==> src/ntt_pkg.sv <==
// NTT coprocessor package with field constants, bus widths, job and result types, register map
`default_nettype none

package ntt_pkg;

  // Prime field q = 2^23 - 2^13 + 1
  localparam int unsigned COEF_W = 23;
  typedef logic [COEF_W-1:0]   coef_t;
  typedef logic [2*COEF_W-1:0] prod_t;
  localparam coef_t NTT_Q = 23'd8380417;
  // 2^23 mod q, used to fold the upper product bits
  localparam logic [12:0] NTT_FOLD = 13'd8191;

  // AXI4-Lite bus widths
  localparam int unsigned AXIL_AW = 8;
  localparam int unsigned AXIL_DW = 32;
  typedef logic [AXIL_AW-1:0] axil_addr_t;
  typedef logic [AXIL_DW-1:0] axil_data_t;
  typedef logic [1:0]         axil_resp_t;

  localparam axil_resp_t RESP_OKAY   = 2'd0;
  localparam axil_resp_t RESP_SLVERR = 2'd2;

  // Butterfly operations, codes 5..7 are illegal
  typedef enum logic [2:0] {
    MODE_CT  = 3'd0,
    MODE_GS  = 3'd1,
    MODE_PWM = 3'd2,
    MODE_PWA = 3'd3,
    MODE_PWS = 3'd4
  } ntt_mode_e;

  // One queued job, 73 bits
  typedef struct packed {
    coef_t     opu;
    coef_t     opv;
    coef_t     opw;
    ntt_mode_e mode;
    logic      accumulate;
  } ntt_job_t;

  // One result pair, v is zero for the pointwise modes
  typedef struct packed {
    coef_t u;
    coef_t v;
  } ntt_result_t;

  // Register map
  localparam axil_addr_t REG_OPU    = 8'h00;
  localparam axil_addr_t REG_OPV    = 8'h04;
  localparam axil_addr_t REG_OPW    = 8'h08;
  localparam axil_addr_t REG_CTRL   = 8'h0C;
  localparam axil_addr_t REG_RES_U  = 8'h10;
  localparam axil_addr_t REG_RES_V  = 8'h14;
  localparam axil_addr_t REG_STATUS = 8'h18;

  localparam int unsigned FIFO_DEPTH = 4;

endpackage

`default_nettype wire

==> src/ntt_axil_frontend.sv <==
// AXI4-Lite slave holding the operands, queuing jobs and returning results
`timescale 1ns/100ps
`default_nettype none

module ntt_axil_frontend (
  input  logic                 clk,
  input  logic                 rst_n_i,
  input  ntt_pkg::axil_addr_t  awaddr_i,
  input  logic                 awvalid_i,
  output logic                 awready_o,
  input  ntt_pkg::axil_data_t  wdata_i,
  input  logic                 wvalid_i,
  output logic                 wready_o,
  output ntt_pkg::axil_resp_t  bresp_o,
  output logic                 bvalid_o,
  input  logic                 bready_i,
  input  ntt_pkg::axil_addr_t  araddr_i,
  input  logic                 arvalid_i,
  output logic                 arready_o,
  output ntt_pkg::axil_data_t  rdata_o,
  output ntt_pkg::axil_resp_t  rresp_o,
  output logic                 rvalid_o,
  input  logic                 rready_i,
  output logic                 job_push_o,
  output ntt_pkg::ntt_job_t    job_data_o,
  input  logic                 job_full_i,
  output logic                 res_pop_o,
  input  ntt_pkg::ntt_result_t res_head_i,
  input  logic                 res_empty_i
);
  import ntt_pkg::*;

  // Per-channel handshake state
  typedef enum logic {
    CH_IDLE,
    CH_RESP
  } chan_state_e;

  chan_state_e wr_state;
  chan_state_e rd_state;
  coef_t       opu_q;
  coef_t       opv_q;
  coef_t       opw_q;
  logic        opu_we;
  logic        opv_we;
  logic        opw_we;
  logic        operand_ok;
  logic        mode_ok;
  axil_resp_t  wr_resp_d;
  axil_resp_t  rd_resp_d;
  axil_data_t  rd_data_d;

  // AW and W are taken together, one write at a time
  assign awready_o = (wr_state == CH_IDLE) && awvalid_i && wvalid_i;
  assign wready_o  = awready_o;
  assign bvalid_o  = (wr_state == CH_RESP);
  // AR accepted only while no read data is pending
  assign arready_o = (rd_state == CH_IDLE) && arvalid_i;
  assign rvalid_o  = (rd_state == CH_RESP);

  // Operands must already be reduced below q
  assign operand_ok = (wdata_i < axil_data_t'(NTT_Q));
  assign mode_ok    = (wdata_i[2:0] <= 3'(MODE_PWS));

  // Job is the stored operands plus the control word being written
  assign job_data_o = '{opu: opu_q, opv: opv_q, opw: opw_q,
                        mode: ntt_mode_e'(wdata_i[2:0]), accumulate: wdata_i[3]};

  // Write decode
  always_comb begin
    wr_resp_d  = RESP_OKAY;
    opu_we     = 1'b0;
    opv_we     = 1'b0;
    opw_we     = 1'b0;
    job_push_o = 1'b0;
    if (awready_o) begin
      case (awaddr_i)
        REG_OPU:  if (operand_ok) opu_we = 1'b1; else wr_resp_d = RESP_SLVERR;
        REG_OPV:  if (operand_ok) opv_we = 1'b1; else wr_resp_d = RESP_SLVERR;
        REG_OPW:  if (operand_ok) opw_we = 1'b1; else wr_resp_d = RESP_SLVERR;
        // Job queued in the same cycle as the handshake
        REG_CTRL: begin
          if (mode_ok && !job_full_i) begin
            job_push_o = 1'b1;
          end else begin
            wr_resp_d = RESP_SLVERR;
          end
        end
        default:  wr_resp_d = RESP_SLVERR;
      endcase
    end
  end

  // Read decode, RES_V pops only when a result is present
  always_comb begin
    rd_data_d = '0;
    rd_resp_d = RESP_OKAY;
    res_pop_o = 1'b0;
    case (araddr_i)
      REG_RES_U: begin
        if (res_empty_i) rd_resp_d = RESP_SLVERR;
        else rd_data_d = axil_data_t'(res_head_i.u);
      end
      REG_RES_V: begin
        if (res_empty_i) begin
          rd_resp_d = RESP_SLVERR;
        end else begin
          rd_data_d = axil_data_t'(res_head_i.v);
          res_pop_o = arready_o;
        end
      end
      REG_STATUS: rd_data_d = axil_data_t'({res_empty_i, job_full_i});
      default:    rd_resp_d = RESP_SLVERR;
    endcase
  end

  // Operand registers
  always_ff @(posedge clk) begin
    if (!rst_n_i) begin
      opu_q <= '0;
      opv_q <= '0;
      opw_q <= '0;
    end else begin
      if (opu_we) opu_q <= wdata_i[COEF_W-1:0];
      if (opv_we) opv_q <= wdata_i[COEF_W-1:0];
      if (opw_we) opw_q <= wdata_i[COEF_W-1:0];
    end
  end

  // Channel state machines
  always_ff @(posedge clk) begin
    if (!rst_n_i) begin
      wr_state <= CH_IDLE;
      rd_state <= CH_IDLE;
    end else begin
      if (wr_state == CH_IDLE) begin
        if (awready_o) wr_state <= CH_RESP;
      end else if (bready_i) begin
        wr_state <= CH_IDLE;
      end
      if (rd_state == CH_IDLE) begin
        if (arready_o) rd_state <= CH_RESP;
      end else if (rready_i) begin
        rd_state <= CH_IDLE;
      end
    end
  end

  // Response payload captured at the handshake
  always_ff @(posedge clk) begin
    if (awready_o) bresp_o <= wr_resp_d;
    if (arready_o) begin
      rdata_o <= rd_data_d;
      rresp_o <= rd_resp_d;
    end
  end

  // Write response held stable until the host accepts it
  bvalid_hold_a: assert property (@(posedge clk) disable iff (!rst_n_i)
    bvalid_o && !bready_i |=> bvalid_o && $stable(bresp_o));

endmodule

`default_nettype wire

==> src/ntt_butterfly.sv <==
// Four-stage mod-q butterfly pipeline, frozen while the result buffer is full
`timescale 1ns/100ps
`default_nettype none

module ntt_butterfly (
  input  logic                 clk,
  input  logic                 rst_n_i,
  input  ntt_pkg::ntt_job_t    job_head_i,
  input  logic                 job_empty_i,
  output logic                 job_pop_o,
  output logic                 res_push_o,
  output ntt_pkg::ntt_result_t res_data_o,
  input  logic                 res_full_i
);
  import ntt_pkg::*;

  // a + b mod q, inputs below q
  function automatic coef_t mod_add(coef_t a, coef_t b);
    logic [COEF_W:0] s;
    s = {1'b0, a} + {1'b0, b};
    if (s >= {1'b0, NTT_Q}) s = s - {1'b0, NTT_Q};
    return s[COEF_W-1:0];
  endfunction

  // a - b mod q, wraps negative differences back into the field
  function automatic coef_t mod_sub(coef_t a, coef_t b);
    logic [COEF_W:0] d;
    d = {1'b0, a} - {1'b0, b};
    if (a < b) d = d + {1'b0, NTT_Q};
    return d[COEF_W-1:0];
  endfunction

  // Reduce a 46-bit product by folding 2^23 = 2^13 - 1 three times
  function automatic coef_t mod_reduce(prod_t x);
    logic [36:0] f1;
    logic [26:0] f2;
    logic [23:0] f3;
    f1 = 37'(x[45:23]) * 37'(NTT_FOLD) + 37'(x[22:0]);
    f2 = 27'(f1[36:23]) * 27'(NTT_FOLD) + 27'(f1[22:0]);
    // After three folds the value is below 2q
    f3 = 24'(f2[26:23]) * 24'(NTT_FOLD) + 24'(f2[22:0]);
    if (f3 >= 24'(NTT_Q)) f3 = f3 - 24'(NTT_Q);
    return f3[COEF_W-1:0];
  endfunction

  logic        advance;
  logic        s1_valid, s2_valid, s3_valid, s4_valid;
  ntt_mode_e   s1_mode, s2_mode, s3_mode;
  coef_t       s1_ma, s1_mb, s1_add;
  coef_t       s2_add, s3_add, s3_prod;
  prod_t       s2_prod;
  coef_t       ma_d, mb_d, add_d;
  ntt_result_t res_d;

  // Whole pipeline freezes when the last result cannot leave
  assign advance    = !(s4_valid && res_full_i);
  assign job_pop_o  = advance && !job_empty_i;
  assign res_push_o = s4_valid && !res_full_i;

  // Stage 1 operand selection by mode
  always_comb begin
    ma_d  = '0;
    mb_d  = '0;
    add_d = job_head_i.opu;
    case (job_head_i.mode)
      MODE_CT: begin
        ma_d = job_head_i.opv;
        mb_d = job_head_i.opw;
      end
      // GS multiplies the plain difference, sum goes straight through
      MODE_GS: begin
        ma_d  = mod_sub(job_head_i.opu, job_head_i.opv);
        mb_d  = job_head_i.opw;
        add_d = mod_add(job_head_i.opu, job_head_i.opv);
      end
      MODE_PWM: begin
        ma_d  = job_head_i.opu;
        mb_d  = job_head_i.opv;
        add_d = job_head_i.accumulate ? job_head_i.opw : '0;
      end
      // Pointwise add and subtract leave the multiplier at zero
      MODE_PWA: add_d = mod_add(job_head_i.opu, job_head_i.opv);
      MODE_PWS: add_d = mod_sub(job_head_i.opu, job_head_i.opv);
      default:  add_d = '0;
    endcase
  end

  // Stage 4 combine, product is zero for PWA and PWS
  always_comb begin
    res_d.u = (s3_mode == MODE_GS) ? s3_add : mod_add(s3_add, s3_prod);
    case (s3_mode)
      MODE_CT: res_d.v = mod_sub(s3_add, s3_prod);
      MODE_GS: res_d.v = s3_prod;
      default: res_d.v = '0;
    endcase
  end

  // Valid bits
  always_ff @(posedge clk) begin
    if (!rst_n_i) begin
      s1_valid <= 1'b0;
      s2_valid <= 1'b0;
      s3_valid <= 1'b0;
      s4_valid <= 1'b0;
    end else if (advance) begin
      s1_valid <= job_pop_o;
      s2_valid <= s1_valid;
      s3_valid <= s2_valid;
      s4_valid <= s3_valid;
    end
  end

  // Datapath registers with mode tags
  always_ff @(posedge clk) begin
    if (advance) begin
      s1_ma      <= ma_d;
      s1_mb      <= mb_d;
      s1_add     <= add_d;
      s1_mode    <= job_head_i.mode;
      // Full 46-bit product
      s2_prod    <= s1_ma * s1_mb;
      s2_add     <= s1_add;
      s2_mode    <= s1_mode;
      s3_prod    <= mod_reduce(s2_prod);
      s3_add     <= s2_add;
      s3_mode    <= s2_mode;
      res_data_o <= res_d;
    end
  end

  // Every pushed result is a reduced field element
  res_range_a: assert property (@(posedge clk) disable iff (!rst_n_i)
    res_push_o |-> (res_data_o.u < NTT_Q) && (res_data_o.v < NTT_Q));

endmodule

`default_nettype wire

==> src/ntt_coproc_top.sv <==
// NTT butterfly coprocessor top, bus front end feeding a job FIFO, pipeline and result FIFO
`timescale 1ns/100ps
`default_nettype none

module ntt_coproc_top (
  input  logic                clk,
  input  logic                rst_n_i,
  input  ntt_pkg::axil_addr_t awaddr_i,
  input  logic                awvalid_i,
  output logic                awready_o,
  input  ntt_pkg::axil_data_t wdata_i,
  input  logic                wvalid_i,
  output logic                wready_o,
  output ntt_pkg::axil_resp_t bresp_o,
  output logic                bvalid_o,
  input  logic                bready_i,
  input  ntt_pkg::axil_addr_t araddr_i,
  input  logic                arvalid_i,
  output logic                arready_o,
  output ntt_pkg::axil_data_t rdata_o,
  output ntt_pkg::axil_resp_t rresp_o,
  output logic                rvalid_o,
  input  logic                rready_i
);
  import ntt_pkg::*;

  // Job path, front end to butterfly
  logic        job_push, job_full, job_pop, job_empty;
  ntt_job_t    job_data, job_head;
  // Result path, butterfly back to front end
  logic        res_push, res_full, res_pop, res_empty;
  ntt_result_t res_data, res_head;

  ntt_axil_frontend ntt_axil_frontend_inst (
    .clk, .rst_n_i,
    .awaddr_i, .awvalid_i, .awready_o, .wdata_i, .wvalid_i, .wready_o,
    .bresp_o, .bvalid_o, .bready_i,
    .araddr_i, .arvalid_i, .arready_o, .rdata_o, .rresp_o, .rvalid_o, .rready_i,
    .job_push_o(job_push), .job_data_o(job_data), .job_full_i(job_full),
    .res_pop_o(res_pop), .res_head_i(res_head), .res_empty_i(res_empty)
  );

  ntt_fifo #(.ITEM_T(ntt_job_t)) ntt_job_fifo_inst (
    .clk, .rst_n_i, .push_i(job_push), .data_i(job_data), .full_o(job_full),
    .pop_i(job_pop), .head_o(job_head), .empty_o(job_empty)
  );

  ntt_butterfly ntt_butterfly_inst (
    .clk, .rst_n_i, .job_head_i(job_head), .job_empty_i(job_empty), .job_pop_o(job_pop),
    .res_push_o(res_push), .res_data_o(res_data), .res_full_i(res_full)
  );

  ntt_fifo #(.ITEM_T(ntt_result_t)) ntt_res_fifo_inst (
    .clk, .rst_n_i, .push_i(res_push), .data_i(res_data), .full_o(res_full),
    .pop_i(res_pop), .head_o(res_head), .empty_o(res_empty)
  );

endmodule

`default_nettype wire

==> src/ntt_fifo.sv <==
// Ring-buffer FIFO for packed struct items, with full and empty flags
`timescale 1ns/100ps
`default_nettype none

module ntt_fifo #(
  parameter int unsigned DEPTH  = ntt_pkg::FIFO_DEPTH,
  parameter type         ITEM_T = logic
) (
  input  logic  clk,
  input  logic  rst_n_i,
  input  logic  push_i,
  input  ITEM_T data_i,
  output logic  full_o,
  input  logic  pop_i,
  output ITEM_T head_o,
  output logic  empty_o
);

  localparam int unsigned PTR_W = $clog2(DEPTH);

  // Storage, no reset needed on the payload
  ITEM_T            mem [DEPTH];
  logic [PTR_W-1:0] wr_ptr;
  logic [PTR_W-1:0] rd_ptr;
  // One extra bit so a full buffer is distinct from an empty one
  logic [PTR_W:0]   count;
  logic             do_push;
  logic             do_pop;

  assign full_o  = (count == (PTR_W+1)'(DEPTH));
  assign empty_o = (count == '0);
  assign head_o  = mem[rd_ptr];

  // Drop pushes when full, ignore pops when empty
  assign do_push = push_i && !full_o;
  assign do_pop  = pop_i && !empty_o;

  always_ff @(posedge clk) begin
    if (do_push) begin
      mem[wr_ptr] <= data_i;
    end
  end

  // Pointers wrap naturally for a power-of-two depth
  always_ff @(posedge clk) begin
    if (!rst_n_i) begin
      wr_ptr <= '0;
      rd_ptr <= '0;
      count  <= '0;
    end else begin
      if (do_push) begin
        wr_ptr <= wr_ptr + 1'b1;
      end
      if (do_pop) begin
        rd_ptr <= rd_ptr + 1'b1;
      end
      case ({do_push, do_pop})
        2'b10:   count <= count + 1'b1;
        2'b01:   count <= count - 1'b1;
        default: count <= count;
      endcase
    end
  end

  // Producer and consumer keep to the flags
  push_when_full_a: assert property (@(posedge clk) disable iff (!rst_n_i)
    push_i |-> !full_o);
  pop_when_empty_a: assert property (@(posedge clk) disable iff (!rst_n_i)
    pop_i |-> !empty_o);

endmodule

`default_nettype wire

==> config.mk <==
export PLATFORM = sky130hd
export DESIGN_NAME = ntt_coproc_top
export DESIGN_NICKNAME = d
export VERILOG_FILES = /design/src/ntt_pkg.sv /design/src/ntt_axil_frontend.sv /design/src/ntt_butterfly.sv /design/src/ntt_coproc_top.sv /design/src/ntt_fifo.sv
export SDC_FILE = /design/constraint.sdc
export NUM_CORES = 2
export LEC_CHECK = 0
export BUFFER_PORTS_ARGS = -buffer_cell sky130_fd_sc_hd__buf_2
export CAP_MARGIN = 0
export CELL_PAD_IN_SITES_DETAIL_PLACEMENT = 0
export CELL_PAD_IN_SITES_GLOBAL_PLACEMENT = 1
export CORE_UTILIZATION = 53
export CTS_CLUSTER_SIZE = 24
export DETAILED_ROUTE_END_ITERATION = 7
export GPL_ROUTABILITY_DRIVEN = 0
export PLACE_DENSITY = 0.8
export SYNTH_ARGS = -nofsm -noshare
export SYNTH_HDL_FRONTEND = slang
export SYNTH_SLANG_ARGS = --single-unit
==> constraint.sdc <==
create_clock -name clk -period 20.5 [get_ports clk]
set_input_delay 4.1 -clock clk [delete_from_list [all_inputs] [get_ports clk]]
set_output_delay 4.1 -clock clk [all_outputs]
set_load 0.02 [all_outputs]
**Word level (Yosys, flattened, before mapping)**

Memory sizes are Yosys's and may differ from the RTL's. A register that Yosys moved wholly into a read port is not among the register bits.
Cells that the tools add are included.
Widths: inputs -> output; s select.

- Add/subtract/negate cells: 20
- Shift-type cells: 0
- $lt $le $gt $ge: 7
- Reduce and logical (&&, ||, !) cells: 27
- Eq/ne operators: 17
- Mux-type cells: 47
- Divide/modulo/power cells: 0
- $mul: 4
- Bitwise logic cells: 2

Operator list:

| kind | number |
|---|---|
| $mux 23 | 9 |
| $pmux 32 s3 | 1 |
| $pmux 23 s2 | 2 |
| $pmux 23 s4 | 1 |
| $ge 24x23->1 const B | 3 |
| $pmux 23 s3 | 1 |
| $sub 23x23->23 const B | 3 |
| $add 23x23->24 | 2 |
| $add 23x23->23 const B | 2 |
| $lt 23x23->1 | 2 |
| $mul 23x23->46 | 1 |
| $sub 23x23->23 | 2 |
| $add 36x23->37 | 1 |
| $mul 23x13->36 const B | 1 |
| $lt 32x23->1 const B | 1 |
| $add 27x23->27 | 1 |
| $mul 14x13->27 const B | 1 |
| $add 17x23->24 | 1 |
| $eq 8x5->1 const B | 3 |
| $mux 1 | 22 |
| $mul 4x13->17 const B | 1 |
| $eq 8x4->1 const B | 2 |
| $mux 2 | 7 |
| $logic_not 3->1 | 4 |
| other kinds (19) | 50 |

- Bits in registers: 364
- Latch bits: 0
- Memories kept: 2
- Input port bits: 55
- ROM bits: 0
- Output and inout bits: 41
- RAM bits: 476

Memory list:

| name | depth | bits a word | rd ports | clocked after memory_dff | write ports | RTL line | RTL |
|---|---|---|---|---|---|---|---|
| ntt_job_fifo_inst.mem | 4 | 73 | 1 | 1 | 1 | ntt_fifo.sv:22 | `ITEM_T mem [DEPTH];` |
| ntt_res_fifo_inst.mem | 4 | 46 | 1 | 1 | 1 | ntt_fifo.sv:22 |  |

**Longest topological paths before layout**

- Word-level depth: 9
- Depth in mapped cells: 66

**Modules after synthesis**

Synthesis repeated with hierarchy kept, for this count alone.

- Cells, all modules: 6176
- Area, all modules: 69883.3 sq um

Modules (own cells, without submodules):

| module | instances | cells each | sequential area each (sq um) | area each (sq um) |
|---|---|---|---|---|
| ntt_butterfly | 1 | 5061 | 7257.0 | 47446.8 |
| ntt_fifo at ntt_job_fifo_inst | 1 | 435 | 8948.6 | 11099.4 |
| ntt_fifo at ntt_res_fifo_inst | 1 | 294 | 5705.5 | 7171.9 |
| ntt_axil_frontend | 1 | 386 | 2172.1 | 4165.2 |

**Worst setup path after synthesis**

No wires, ideal clock.

- Path type: reg2reg
- From: register ntt_butterfly_inst.s2_prod[31]
- To: register ntt_butterfly_inst.s3_prod[12], data pin
- Data arrival time: 17.200 ns
- Stages on the path, launching flop included: 64
- Setup slack: 3.038 ns
- Buffers on the path: 2
- Cells stage by stage: edfxtp_1 fa_1 inv_1 fa_1 inv_1 fa_1 fa_1 fa_1 inv_1 fa_1 inv_1 ha_1 o21ai_0 a21oi_1 o21a_1 nor2_1 nor3b_1 o21ai_0 [... 28 more ...] inv_1 fa_1 inv_1 fa_1 inv_1 ha_1 clkbuf_1 a2111oi_0 a211oi_1 nor2_1 o211ai_1 a311oi_1 nand4_1 o31a_1 nor2_1 clkbuf_1 nand3_1 xnor2_1

- Cells in the longest elaborated chain, start to end: 8
- Elaborated cells between the ends (all ways): 9
- Those cells by class: 4 x add/sub; 3 x mul; 1 x order compare; 1 x mux

Ends and longest elaborated chain:

| what | RTL line | RTL |
|---|---|---|
| start: declaration | ntt_butterfly.sv:51 | `prod_t s2_prod;` |
| start signal: assignment | ntt_butterfly.sv:121 | `s2_prod <= s1_ma * s1_mb;` |
| $mul 23x13->36 (*) | ntt_butterfly.sv:38 | `f1 = 37'(x[45:23]) * 37'(NTT_FOLD) + 37'(x[22:0]);` |
| $add 36x23->37 (*) | ntt_butterfly.sv:38 |  |
| $mul 14x13->27 | ntt_butterfly.sv:39 | `f2 = 27'(f1[36:23]) * 27'(NTT_FOLD) + 27'(f1[22:0]);` |
| $add 27x23->27 (*) | ntt_butterfly.sv:39 |  |
| $mul 4x13->17 | ntt_butterfly.sv:41 | `f3 = 24'(f2[26:23]) * 24'(NTT_FOLD) + 24'(f2[22:0]);` |
| $add 17x23->24 (*) | ntt_butterfly.sv:41 |  |
| $sub 23x23->23 or $ge 24x23->1 (tied branches) | ntt_butterfly.sv:42 | `if (f3 >= 24'(NTT_Q)) f3 = f3 - 24'(NTT_Q);` |
| $mux 23 (*) | ntt_butterfly.sv:42 |  |
| end signal: assignment | ntt_butterfly.sv:124 | `s3_prod <= mod_reduce(s2_prod);` |
| end: declaration | ntt_butterfly.sv:50 | `coef_t s2_add, s3_add, s3_prod;` |

Every way passes the cells marked *; elsewhere a longest branch is shown, timed or not.
A chain may end at the register's enable or synchronous reset.

**Final worst setup path**

- From: register ntt_butterfly_inst.s2_prod[31]
- To: register ntt_butterfly_inst.s3_prod[22], data pin

The elaborated chain is that of the path after synthesis.

==> summary.txt <==
Outcome
  – Status: complete, no violations

Timing
  – Setup violations, final: 0
  – Worst-margin pin slew: 1320 ps
  – RSZ-0062 raised after global routing: false
  – Fmax achieved: 52.4 MHz
  – Fin. Hold Viols: 0
  – Pins Over Slew Limit: 0
  – Final worst-path cycle share: 93.0%
  – Final worst setup slack: 1430 ps
  – Setup Skew: 32.4 ps
  – Crit path time final: 19070 ps
  – Setup_tns: 0 ps
  – Rel. slew slack: 12.1%

Routing
  – Final antenna-violating net count: 0
  – DR iter-0 viols: 3267
  – Drt via density: 5.70
  – DRT Wirelength: 167000 um
  – DRC Markers: 0
  – DR WL/cell: 20.8 um
  – Drt pass-1 iters: 7
  – Via Count: 45800

Synthesis
  – Synth Area in Compound Gates: 9.00%
  – Post-Synth Simple-Gate Area: 10.6%
  – Post-synth top area share: 32.0%
  – Post-synthesis adder-cell area fraction: 30.6%
  – Number of synthesized flops with an enable pin: 740
  – Post-synthesis async set-or-reset flop share: 0%
  – Avg Cell Area, Syn: 11.1 um2
  – Synth top area cells: edfxtp_1, fa_1, ha_1
  – Mapped Area: 69500 um2
  – Post-synth cell types: 108
  – Yosys warns: 0
  – Multiplexer area fraction after synthesis: 4.77%
  – Synth Register Bits: 833
  – Yosys top cell by area: edfxtp_1
  – Main combinational cell family by area after synthesis: adder cells
  – Sequential share of the synthesized area: 34.7%
  – Cells after synthesis: 6263
  – Synth Area in XOR/XNOR: 3.23%
  – Main flop type after synthesis: edfxtp_1

Final layout
  – FILL cells: 11100
  – Layout net count: 7536
  – Design Area, Final: 74200 um2
  – Layout cells sized above 1: 7.04%
  – Most common cell after layout, fill and taps aside: inv_1
  – Most frequent cells in the layout: inv_1, fa_1, edfxtp_1
  – P&R area growth vs syn: 6.71%

Clock network
  – Skew-Pair Late Insertion Delay: 690 ps
  – # hold bufs at CTS: 0
  – Sink Count: 833
  – H-tree Lvls: 3
  – Gates resized, CTS repair: 0
  – CTS Buf Count: 82
  – Root Driver: clkbuf_16
  – CTS tree: built
  – Maximum buffer depth of the clock tree: 3
  – Post-CTS setup buffers: 0
  – Clk pin slew, worst setup/hold paths: 70 ps

GRT
  – First-pass GRT wire length: 266000 um
  – GRT Resource Usage Total: 25.9%
  – Vias in the first global route: 47200
  – Initial antenna violation count: 0
  – Largest net degree at the start of global routing: 101
  – Grt ovf: 0

Floorplan
  – Starting Density: 53.5%
  – I/O pin count: 96
  – Core Region: 130000 um2
  – Chip height: 364 um
  – Die Width: 364 um
  – Die ar.: 133000 um2
  – FP Rows: 132

Run
  – Max Cap Violations: 0

Placed design
  – IO buf count: 84
  – Pre-CTS setup slack: 1570 ps
  – Placed cell area: 71500 um2
  – Placed wire-length estimate: 127000 um

Worst setup path
  – Buf/Inv on CP: 11
  – Top delay family on crit path: adder cells
  – Critical path type: reg2reg
  – Worst Setup End Kind: flip-flop
  – Setup crit start kind: flip-flop
  – Max stage delay cell, worst path: a2111oi_0
  – Crit-path max FO: 8
  – Most frequent CP cell: fa_1
  – Data arrival, critical path: 19500 ps
  – Required @ worst endpoint: 20930 ps
  – Crit path largest cell delay: 830 ps

Worst hold path
  – HP Class: reg2reg
==> logic make-up (layout without fill, tap and decap cells) <==
| kind of cell | Yosys count | in the layout |
|---|---|---|
| flops | 833 | 833 |
| xor+xnor | 255 | 255 |
| other cells | 1 | 13 |
| compound gates | 904 | 904 |
| simple gates | 1535 | 1535 |
| fa+ha+maj | 1242 | 1242 |
| buf+inv | 1311 | 1341 |
| mux | 182 | 182 |
==> Yosys cell counts (all sizes together), types with 78 or more instances <==
master / count
a21o: 78
a21oi: 216
and2: 193
clkbuf: 204
dfxtp: 93
edfxtp: 740
fa: 760
ha: 482
inv: 1056
mux4: 119
nand2: 684
nor2: 233
o21ai: 132
xnor2: 163
xor2: 91
==> routing by layer <==
metal / share of wire [%] / GRT usage [%]
met2: 47 / 42.5
met3: 5.6 / 3.11
met1: 44 / 36.6
met4: 2.6 / 7.11
met5: 0 / 0
==> area by class of cell <==
cell class	count	area, um2	area share, %
timing repair buffer	136	811	1.09
clock buffer	105	2210	2.98
sequential	833	24100	32.5
antenna	2	5.00	0.00675
clock inverter	43	390	0.526
multi-input combinational	4129	40500	54.6
inverter	1057	3980	5.36
tap	1742	2180	2.94
==> registers in the layout, indices dropped and copies added, names as in the netlist, 2 cells and up, named ones only <==
signal                          flops
ntt_job_fifo_inst.mem             292
ntt_res_fifo_inst.mem             184
ntt_butterfly_inst.res_data_o      46
ntt_butterfly_inst.s2_prod         46
ntt_axil_frontend_inst.opu_q       23
ntt_axil_frontend_inst.opv_q       23
ntt_axil_frontend_inst.opw_q       23
ntt_axil_frontend_inst.rdata_o     23
ntt_butterfly_inst.s1_add          23
ntt_butterfly_inst.s1_ma           23
ntt_butterfly_inst.s1_mb           23
ntt_butterfly_inst.s2_add          23
ntt_butterfly_inst.s3_add          23
ntt_butterfly_inst.s3_prod         23
ntt_butterfly_inst.s1_mode          3
ntt_butterfly_inst.s2_mode          3
ntt_butterfly_inst.s3_mode          3
ntt_job_fifo_inst.count             3
ntt_res_fifo_inst.count             3
ntt_job_fifo_inst.rd_ptr            2
ntt_job_fifo_inst.wr_ptr            2
ntt_res_fifo_inst.rd_ptr            2
ntt_res_fifo_inst.wr_ptr            2
==> through the flow <==
| stage | hold WS (ps) | util (%) | cells |
|---|---|---|---|
| final | 403 | 57.1 | 8047 |
| after global routing | 420 | 57.1 | 8045 |
| after CTS | 407 | 57.1 | 8045 |
| after detailed placement | 405 | 55.1 | 7897 |
| after global placement | 403 | 55.1 | 7897 |
| after floorplan | 400 | - | 6273 |
==> worst register-to-register path, delay by kind of cell (launching register included) <==
family	cells	cell delay (ps)
XOR/XNOR	2	670
flip-flops	1	500
AND/OR/NAND/NOR	10	1890
AO/OA/AOI/OAI	20	5400
buffers and inverters	11	1160
adder cells (fa/ha/maj)	18	9180
==> worst paths after layout <==
| check | from | endpoint | slack [ps] | cells after the start |
|---|---|---|---|---|
| min | ntt_butterfly_inst.s2_add[17] | ntt_butterfly_inst.s3_add[17] | 400 | 0 |
| min reg2reg | ntt_butterfly_inst.s2_add[17] | ntt_butterfly_inst.s3_add[17] | 400 | 0 |
| max | ntt_butterfly_inst.s2_prod[31] | ntt_butterfly_inst.s3_prod[22] | 1430 | 61 |
| max reg2reg | ntt_butterfly_inst.s2_prod[31] | ntt_butterfly_inst.s3_prod[22] | 1430 | 61 |
Power is left out: the tool's default activity adds up to more than one toggle a clock period on the data nets, which glitch-free logic cannot reach.
